**src/design/mm2s_pkg.sv**
```systemverilog
`default_nettype none

package mm2s_pkg;

	////////////////////////////////////////////////////////////////////////////
	// Widths
	////////////////////////////////////////////////////////////////////////////

	localparam int pixel_width     = 8;
	localparam int data_width      = 32;
	localparam int pixels_per_word = data_width / pixel_width;
	localparam int addr_width      = 32;
	localparam int img_wbits       = 12;
	localparam int img_hbits       = 12;

	////////////////////////////////////////////////////////////////////////////
	// Types
	////////////////////////////////////////////////////////////////////////////

	typedef logic [pixel_width-1:0] pixel_t;

	// One lane FIFO entry, also one stream beat
	typedef struct packed {
		pixel_t pixel;
		logic   sof;   // tuser, first pixel of frame
		logic   eol;   // tlast, last pixel of line
	} pixel_entry_t;

	// Read address, len is beats minus one
	typedef struct packed {
		logic [addr_width-1:0] addr;
		logic [7:0]            len;
	} axi_ar_t;

	typedef struct packed {
		logic [data_width-1:0] data;
		logic                  last;
	} axi_r_t;

	typedef struct packed {
		logic [img_wbits-1:0] width;    // pixels
		logic [img_hbits-1:0] height;   // lines
	} img_size_t;

	// Index 0 is leftmost pixel, from the top byte of the beat
	typedef pixel_entry_t [pixels_per_word-1:0] lane_vec_t;

endpackage

`default_nettype wire

```
**src/design/frame_reader.sv**
```systemverilog
`default_nettype none

module frame_reader #(
	parameter int burst_len = 4
) (
	input  wire                                 f2s_aclk,
	input  wire                                 resetn,
	input  wire                                 fsync,
	input  wire [mm2s_pkg::addr_width-1:0]      base_addr,
	input  wire mm2s_pkg::img_size_t            img_size,
	output logic                                frame_start,
	output mm2s_pkg::axi_ar_t                   ar,
	output logic                                arvalid,
	input  wire                                 arready,
	input  wire mm2s_pkg::axi_r_t               r,
	input  wire                                 rvalid,
	output logic                                rready,
	input  wire [mm2s_pkg::pixels_per_word-1:0] lane_full,
	output logic                                wr_en,
	output mm2s_pkg::lane_vec_t                 wr_lanes
);
	import mm2s_pkg::*;

	localparam int word_bytes = data_width / 8;
	localparam int word_shift = $clog2(pixels_per_word);

	typedef enum logic [1:0] {st_idle, st_addr, st_data} state_t;

	state_t               state;
	logic [addr_width-1:0] cur_addr;
	logic [img_wbits-1:0] line_words;
	logic [img_wbits-1:0] words_left;
	logic [img_hbits-1:0] lines_left;
	logic                 sof_pend;
	logic [img_wbits-1:0] burst_words;
	logic                 beat;
	logic                 line_end;
	logic                 frame_end;

	////////////////////////////////////////////////////////////////////////////
	// Burst request
	////////////////////////////////////////////////////////////////////////////

	// Burst clipped at line end
	always_comb begin
		if (words_left > img_wbits'(burst_len)) begin
			burst_words = img_wbits'(burst_len);
		end else begin
			burst_words = words_left;
		end
	end

	// Counters frozen in st_addr, so ar holds until arready
	assign ar.addr = cur_addr;
	assign ar.len  = 8'(burst_words - 1'b1);

	////////////////////////////////////////////////////////////////////////////
	// Data beats
	////////////////////////////////////////////////////////////////////////////

	// Stall whole beat if any lane is full
	assign rready    = (state == st_data) & ~(|lane_full);
	assign beat      = rvalid & rready;
	assign line_end  = (words_left == img_wbits'(1));
	assign frame_end = line_end & (lines_left == '0);
	assign wr_en     = beat;

	// Top byte goes to lane 0
	always_comb begin
		for (int i = 0; i < pixels_per_word; i++) begin
			wr_lanes[i].pixel = r.data[data_width-1-i*pixel_width -: pixel_width];
			wr_lanes[i].sof   = sof_pend & (i == 0);
			wr_lanes[i].eol   = line_end & (i == pixels_per_word-1);
		end
	end

	// FSM
	always_ff @(posedge f2s_aclk) begin
		if (!resetn) begin
			state       <= st_idle;
			arvalid     <= 1'b0;
			frame_start <= 1'b0;
			sof_pend    <= 1'b0;
		end else begin
			frame_start <= 1'b0;
			case (state)
				st_idle: begin
					// fsync only taken here
					if (fsync) begin
						state       <= st_addr;
						arvalid     <= 1'b1;
						frame_start <= 1'b1;
						sof_pend    <= 1'b1;
					end
				end
				st_addr: begin
					if (arready) begin
						state   <= st_data;
						arvalid <= 1'b0;
					end
				end
				default: begin
					if (beat && frame_end) begin
						state <= st_idle;
					end else if (beat && r.last) begin
						state   <= st_addr;
						arvalid <= 1'b1;
					end
				end
			endcase
			if (beat) sof_pend <= 1'b0;
		end
	end

	// Frame walk counters, loaded on accepted fsync
	always_ff @(posedge f2s_aclk) begin
		if (state == st_idle && fsync) begin
			cur_addr   <= base_addr;
			line_words <= img_size.width >> word_shift;
			words_left <= img_size.width >> word_shift;
			lines_left <= img_size.height - 1'b1;
		end else if (beat) begin
			cur_addr <= cur_addr + addr_width'(word_bytes);
			if (line_end) begin
				words_left <= line_words;
				lines_left <= lines_left - 1'b1;
			end else begin
				words_left <= words_left - 1'b1;
			end
		end
	end

endmodule

`default_nettype wire

```
**src/design/lane_fifo.sv**
```systemverilog
`default_nettype none

module lane_fifo #(
	parameter int lane_depth = 8
) (
	input  wire                         f2s_aclk,
	input  wire                         resetn,
	input  wire                         wr_en,
	input  wire mm2s_pkg::pixel_entry_t wr_entry,
	input  wire                         rd_en,
	output mm2s_pkg::pixel_entry_t      rd_entry,
	output logic                        full,
	output logic                        empty
);
	import mm2s_pkg::*;

	localparam int ptr_w = $clog2(lane_depth);

	pixel_entry_t     mem [lane_depth];
	logic [ptr_w-1:0] wr_ptr;
	logic [ptr_w-1:0] rd_ptr;
	logic [ptr_w:0]   count;
	logic             wr_ok;
	logic             rd_ok;

	// Overflow and underflow dropped
	assign wr_ok = wr_en & ~full;
	assign rd_ok = rd_en & ~empty;

	assign full     = (count == (ptr_w+1)'(lane_depth));
	assign empty    = (count == '0);
	// Head seen the cycle after write
	assign rd_entry = mem[rd_ptr];

	always_ff @(posedge f2s_aclk) begin
		if (wr_ok) mem[wr_ptr] <= wr_entry;
	end

	// Pointers wrap, depth a power of two
	always_ff @(posedge f2s_aclk) begin
		if (!resetn) begin
			wr_ptr <= '0;
			rd_ptr <= '0;
			count  <= '0;
		end else begin
			if (wr_ok) wr_ptr <= wr_ptr + 1'b1;
			if (rd_ok) rd_ptr <= rd_ptr + 1'b1;
			case ({wr_ok, rd_ok})
				2'b10:   count <= count + 1'b1;
				2'b01:   count <= count - 1'b1;
				default: count <= count;
			endcase
		end
	end

endmodule

`default_nettype wire

```
**src/design/stream_out.sv**
```systemverilog
`default_nettype none

module stream_out (
	input  wire                                 f2s_aclk,
	input  wire                                 resetn,
	input  wire [mm2s_pkg::pixels_per_word-1:0] lane_empty,
	input  wire mm2s_pkg::lane_vec_t            lane_head,
	input  wire                                 m_axis_tready,
	output logic [mm2s_pkg::pixels_per_word-1:0] lane_rd,
	output mm2s_pkg::pixel_entry_t              m_axis,
	output logic                                m_axis_tvalid
);
	import mm2s_pkg::*;

	localparam int lane_w = $clog2(pixels_per_word);

	logic [lane_w-1:0] lane_ptr;
	logic              rd_go;

	////////////////////////////////////////////////////////////////////////////
	// Lane select
	////////////////////////////////////////////////////////////////////////////

	// Output reg free or draining, current lane has data
	assign rd_go = ~lane_empty[lane_ptr] & (~m_axis_tvalid | m_axis_tready);

	// One-hot pop of the current lane
	always_comb begin
		lane_rd           = '0;
		lane_rd[lane_ptr] = rd_go;
	end

	////////////////////////////////////////////////////////////////////////////
	// Output register
	////////////////////////////////////////////////////////////////////////////

	always_ff @(posedge f2s_aclk) begin
		if (!resetn) begin
			m_axis_tvalid <= 1'b0;
			lane_ptr      <= '0;
		end else if (rd_go) begin
			m_axis_tvalid <= 1'b1;
			// Next lane in pixel order
			if (lane_ptr == lane_w'(pixels_per_word-1)) begin
				lane_ptr <= '0;
			end else begin
				lane_ptr <= lane_ptr + 1'b1;
			end
		end else if (m_axis_tready) begin
			m_axis_tvalid <= 1'b0;
		end
	end

	// Beat payload, held while stalled
	always_ff @(posedge f2s_aclk) begin
		if (rd_go) m_axis <= lane_head[lane_ptr];
	end

endmodule

`default_nettype wire

```
**src/design/mm2s_top.sv**
```systemverilog
`default_nettype none

module mm2s_top #(
	parameter int burst_len  = 4,
	parameter int lane_depth = 8
) (
	input  wire                            f2s_aclk,
	input  wire                            resetn,
	// Frame control
	input  wire                            fsync,
	input  wire [mm2s_pkg::addr_width-1:0] base_addr,
	input  wire mm2s_pkg::img_size_t       img_size,
	output wire                            frame_start,
	// AXI read
	output wire mm2s_pkg::axi_ar_t         ar,
	output wire                            arvalid,
	input  wire                            arready,
	input  wire mm2s_pkg::axi_r_t          r,
	input  wire                            rvalid,
	output wire                            rready,
	// AXI-Stream out
	output wire mm2s_pkg::pixel_entry_t    m_axis,
	output wire                            m_axis_tvalid,
	input  wire                            m_axis_tready
);
	import mm2s_pkg::*;

	wire                       wr_en;
	wire lane_vec_t            wr_lanes;
	wire lane_vec_t            lane_head;
	wire [pixels_per_word-1:0] lane_full;
	wire [pixels_per_word-1:0] lane_empty;
	wire [pixels_per_word-1:0] lane_rd;

	////////////////////////////////////////////////////////////////////////////
	// Memory side
	////////////////////////////////////////////////////////////////////////////

	frame_reader #(
		.burst_len(burst_len)
	) u_reader (
		.f2s_aclk    (f2s_aclk),
		.resetn      (resetn),
		.fsync       (fsync),
		.base_addr   (base_addr),
		.img_size    (img_size),
		.frame_start (frame_start),
		.ar          (ar),
		.arvalid     (arvalid),
		.arready     (arready),
		.r           (r),
		.rvalid      (rvalid),
		.rready      (rready),
		.lane_full   (lane_full),
		.wr_en       (wr_en),
		.wr_lanes    (wr_lanes)
	);

	// One FIFO per pixel lane, all written together
	for (genvar i = 0; i < pixels_per_word; i++) begin : g_lane
		lane_fifo #(
			.lane_depth(lane_depth)
		) u_fifo (
			.f2s_aclk (f2s_aclk),
			.resetn   (resetn),
			.wr_en    (wr_en),
			.wr_entry (wr_lanes[i]),
			.rd_en    (lane_rd[i]),
			.rd_entry (lane_head[i]),
			.full     (lane_full[i]),
			.empty    (lane_empty[i])
		);
	end

	stream_out u_stream (
		.f2s_aclk      (f2s_aclk),
		.resetn        (resetn),
		.lane_empty    (lane_empty),
		.lane_head     (lane_head),
		.m_axis_tready (m_axis_tready),
		.lane_rd       (lane_rd),
		.m_axis        (m_axis),
		.m_axis_tvalid (m_axis_tvalid)
	);

endmodule

`default_nettype wire

```
**config.mk**
```make
export PLATFORM = sky130hd
export DESIGN_NAME = mm2s_top
export DESIGN_NICKNAME = d
export VERILOG_FILES = /design/src/design/mm2s_pkg.sv /design/src/design/frame_reader.sv /design/src/design/lane_fifo.sv /design/src/design/stream_out.sv /design/src/design/mm2s_top.sv
export SDC_FILE = /design/constraint.sdc
export NUM_CORES = 1
export LEC_CHECK = 0
export BUFFER_PORTS_ARGS = -buffer_cell sky130_fd_sc_hd__buf_2
export CORE_MARGIN = 2
export CORE_UTILIZATION = 56
export DETAILED_ROUTE_END_ITERATION = 8
export GPL_ROUTABILITY_DRIVEN = 0
export PLACE_DENSITY = 0.85
export SLEW_MARGIN = 20
export SYNTH_ARGS = -nofsm -noshare
export SYNTH_HDL_FRONTEND = slang
export SYNTH_SLANG_ARGS = --single-unit
```
**constraint.sdc**
```tcl
create_clock -name f2s_aclk -period 3.37 [get_ports f2s_aclk]
set_input_delay 0.674 -clock f2s_aclk [delete_from_list [all_inputs] [get_ports f2s_aclk]]
set_output_delay 0.674 -clock f2s_aclk [all_outputs]
set_load 0.03 [all_outputs]
```
==> run_results.csv <==
group,metric,value,unit
synthesis,ys_types,62,
floorplan,ios,149,
grt,grt_overflow,0,
cells_and_area,utilization,0.665,
floorplan,rows,64,
pwr,ir_worst_vdd,0.000393,V
placed_design,place_hpwl,25100,um
sta,maxSlewViolCount,0,
cells_and_area,final_nets,1483,
synthesis,synth_area_leaders,"edfxtp_1, mux4_2, dfxtp_1",
sta,finClkSkew,31.0,ps
pwr,power.leakage,0.00716,uW
routing,drt-initial-drc-count,1261,
critical_path,reg2reg_depth,10,
clock_network,root_buffer,"clkbuf_16",
sta,period_needed,3240,ps
floorplan,start_util,0.572,
synthesis,async_reset_ff_frac,0,
routing,met3_wirelength,3520,um
routing,top_layer_used,"met5",
synthesis,syn_inst,1174,
routing,via_per_inst,6.12,
clock_network,cts_tree,"built",
clock_network,clk_pin_slew_worst_paths,50,ps
routing,drc,0,
sta,final-hold-violation-count,0,
pwr,power.density,612,mW/mm^2
synthesis,ys.flop_type,"edfxtp_1",
min_path,min_path_cells,1,
critical_path,critical-path-max-stage-delay,440,ps
routing,drtPass1Iterations,5,
flow_run,drv_cap,0,
routing,wirelength_met1,14600,um
routing,wl,39400,um
routing,dr_wl_met2,20100,um
synthesis,yosysTopAreaCell,"edfxtp_1",
floorplan,dieArea,0.0329,sq mm
clock_network,clk_path_buf_depth,3,
clock_network,htreeDepth,2,
critical_path,crit_path_max_fanout,3,
synthesis,syn_nets,1299,
synthesis,synth_edf_count,346,
routing,ant_nets,0,
clock_network,clock_latency,540,ps
critical_path,cpMaxStageDelayCell,"or3_4",
synthesis,syn_area,0.0176,sq mm
critical_path,path_cells,"or3_4, nor4_4, nor3b_2, nand2_1, ha_1, xor2_1, buf_2",
placed_design,placed_cell_area,0.0190,sq mm
grt,grt_pass1_vias,11000,
grt,grt_max_degree,62,
synthesis,seq_area_frac_synth,0.661,
cells_and_area,fill_cells,2020,
sta,setup_viol,0,
routing,vias,11000,
cells_and_area,multiInputGateArea,0.00567,sq mm
status,status,"finished, final reports clean",
grt,track_usage,0.242,
sta,tns,0,ps
cells_and_area,seqCellArea,0.0116,sq mm
cells_and_area,area_growth,16.3,%
floorplan,dieWidth,181,um
cells_and_area,final_cell_mix,"edfxtp_1, buf_2, nand2_1, mux4_2, o21ai_0",
routing,wl_per_cell,22.0,um
floorplan,die_y,181,um
sta,rsz0062_at_grt,"no",
min_path,worstHoldPathType,"in -> reg",
synthesis,syn_avg_cell_area,15.0,sq um
placed_design,portBuffers,146,
critical_path,required,2700,ps
clock_network,cts_hold_buf,0,
cells_and_area,layout-drive-gt1-share,0.264,
cells_and_area,final_area,0.0205,sq mm
critical_path,critPathKind,"reg -> out",
critical_path,start_kind,"register",
sta,max_freq,309,MHz
sta,setup_ws,129,ps
clock_network,clock-sinks,408,
sta,min_period_over_period,0.962,
sta,worst-slew-pin-transition,944,ps
sta,slew_headroom,0.370,
critical_path,worstPathArrival,2570,ps
placed_design,pre_cts_ws,235,ps
grt,grt_pass1_wl,61500,um
clock_network,cts_buffers,42,
critical_path,cp-end-kind,"primary output",
floorplan,core-area,0.0307,sq mm
cells_and_area,layout_commonest_cell,"edfxtp_1",
synthesis,ys_warn_count,0,
grt,antenna_found_initial,4,
synthesis,synth_top_area_share,0.590,
synthesis,ys_seq_elements,408,
-- final cells by class --
class                      count  share of cell area
clock buffer                  50              0.0561
inverter                      17             0.00324
multi-input combinational    688               0.277
sequential                   408               0.568
clock inverter                28              0.0145
antenna                        3            0.000367
tap                          396              0.0242
timing repair buffer         201              0.0559
-- flip-flops by register name, summed over array words and instances (netlist names), named ones only --
register / cells
g_lane.u_fifo.mem: 272
u_reader.frame_start: 1
u_stream.lane_ptr: 2
g_lane.u_fifo.wr_ptr: 12
u_reader.cur_addr: 32
g_lane.u_fifo.rd_ptr: 12
u_stream.m_axis_tvalid: 1
u_reader.line_words: 10
u_reader.state: 2
u_stream.m_axis: 10
u_reader.words_left: 12
u_reader.lines_left: 12
u_reader.sof_pend: 1
u_reader.arvalid: 1
g_lane.u_fifo.count: 16
-- final timing paths --
| kind | from | end | slack (ps) |
|---|---|---|---|
| worst min register to register | g_lane[3].u_fifo.rd_ptr[2]$_SDFFE_PN0P_ | g_lane[3].u_fifo.rd_ptr[2]$_SDFFE_PN0P_ | 480 |
| worst max register to register | g_lane[2].u_fifo.count[1]$_SDFFE_PN0P_ | g_lane[0].u_fifo.count[2]$_SDFFE_PN0P_ | 390 |
| worst max-delay path | u_reader.words_left[8]$_DFFE_PP_ | ar[2] | 130 |
| worst min-delay path | img_size[14] | u_reader.line_words[0]$_DFFE_PN_ | 350 |
-- power breakdown --
group | internal, uW | switching [uW] | leakage (uW)
Clock | 2840 | 1930 | 0.000705
Combinational | 623 | 1100 | 0.00280
Sequential | 5800 | 228 | 0.00366
-- through the flow --
| step | cells | hold WS (ps) | total power, uW |
|---|---|---|---|
| after floorplan | 1174 | 449 | 7250 |
| after global placement | 1708 | 458 | 7720 |
| after detailed placement | 1708 | 468 | 7800 |
| after CTS | 1787 | 331 | 12600 |
| after global routing | 1788 | 332 | 12900 |
| final | 1791 | 345 | 12500 |
-- worst max-delay path, delay by kind of cell, from the launching register on --
family | cells | cell delay [ps]
flops | 1 | 420
xor+xnor | 1 | 150
fa+ha+maj | 1 | 230
simple gates | 4 | 1050
buf+inv | 1 | 210
-- repair_timing --
item	4_1_cts	5_1_grt
setup endpoints to repair	4	4
resized for setup	1	2
pin swaps	1	0
setup buffers	1	1
-- Yosys cell counts, drive strengths merged (2+ instances only) --
| library cell | number |
|---|---|
| a21boi | 9 |
| a21oi | 22 |
| a31oi | 2 |
| and2 | 28 |
| and3 | 13 |
| and3b | 5 |
| buf | 28 |
| clkbuf | 33 |
| dfxtp | 62 |
| edfxtp | 346 |
| ha | 30 |
| inv | 17 |
| mux2i | 21 |
| mux4 | 68 |
| nand2 | 87 |
| nand2b | 8 |
| nand3 | 35 |
| nand3b | 5 |
| nand4 | 8 |
| nor2 | 38 |
| nor2b | 18 |
| nor3 | 29 |
| nor3b | 13 |
| nor4 | 22 |
| nor4b | 13 |
| o2111ai | 3 |
| o21ai | 66 |
| o22ai | 33 |
| o31ai | 2 |
| o41ai | 3 |
| or2 | 3 |
| or3 | 10 |
| or3b | 2 |
| or4 | 6 |
| xnor2 | 42 |
| xor2 | 36 |
-- per-layer routing --
metal	GRT usage	vias to the layer above
met5	0	-
met4	0.0725	2
met3	0.0548	86
met2	0.419	577
met1	0.305	5398
li1	-	4905
-- cell families after synthesis --
kind of cell	synth area share
flops	0.661
simple gates	0.110
compound gates	0.0483
mux	0.0996
xor+xnor	0.0388
buf+inv	0.0208
fa+ha+maj	0.0213
Note: power is estimated with default switching activity, not from simulation.
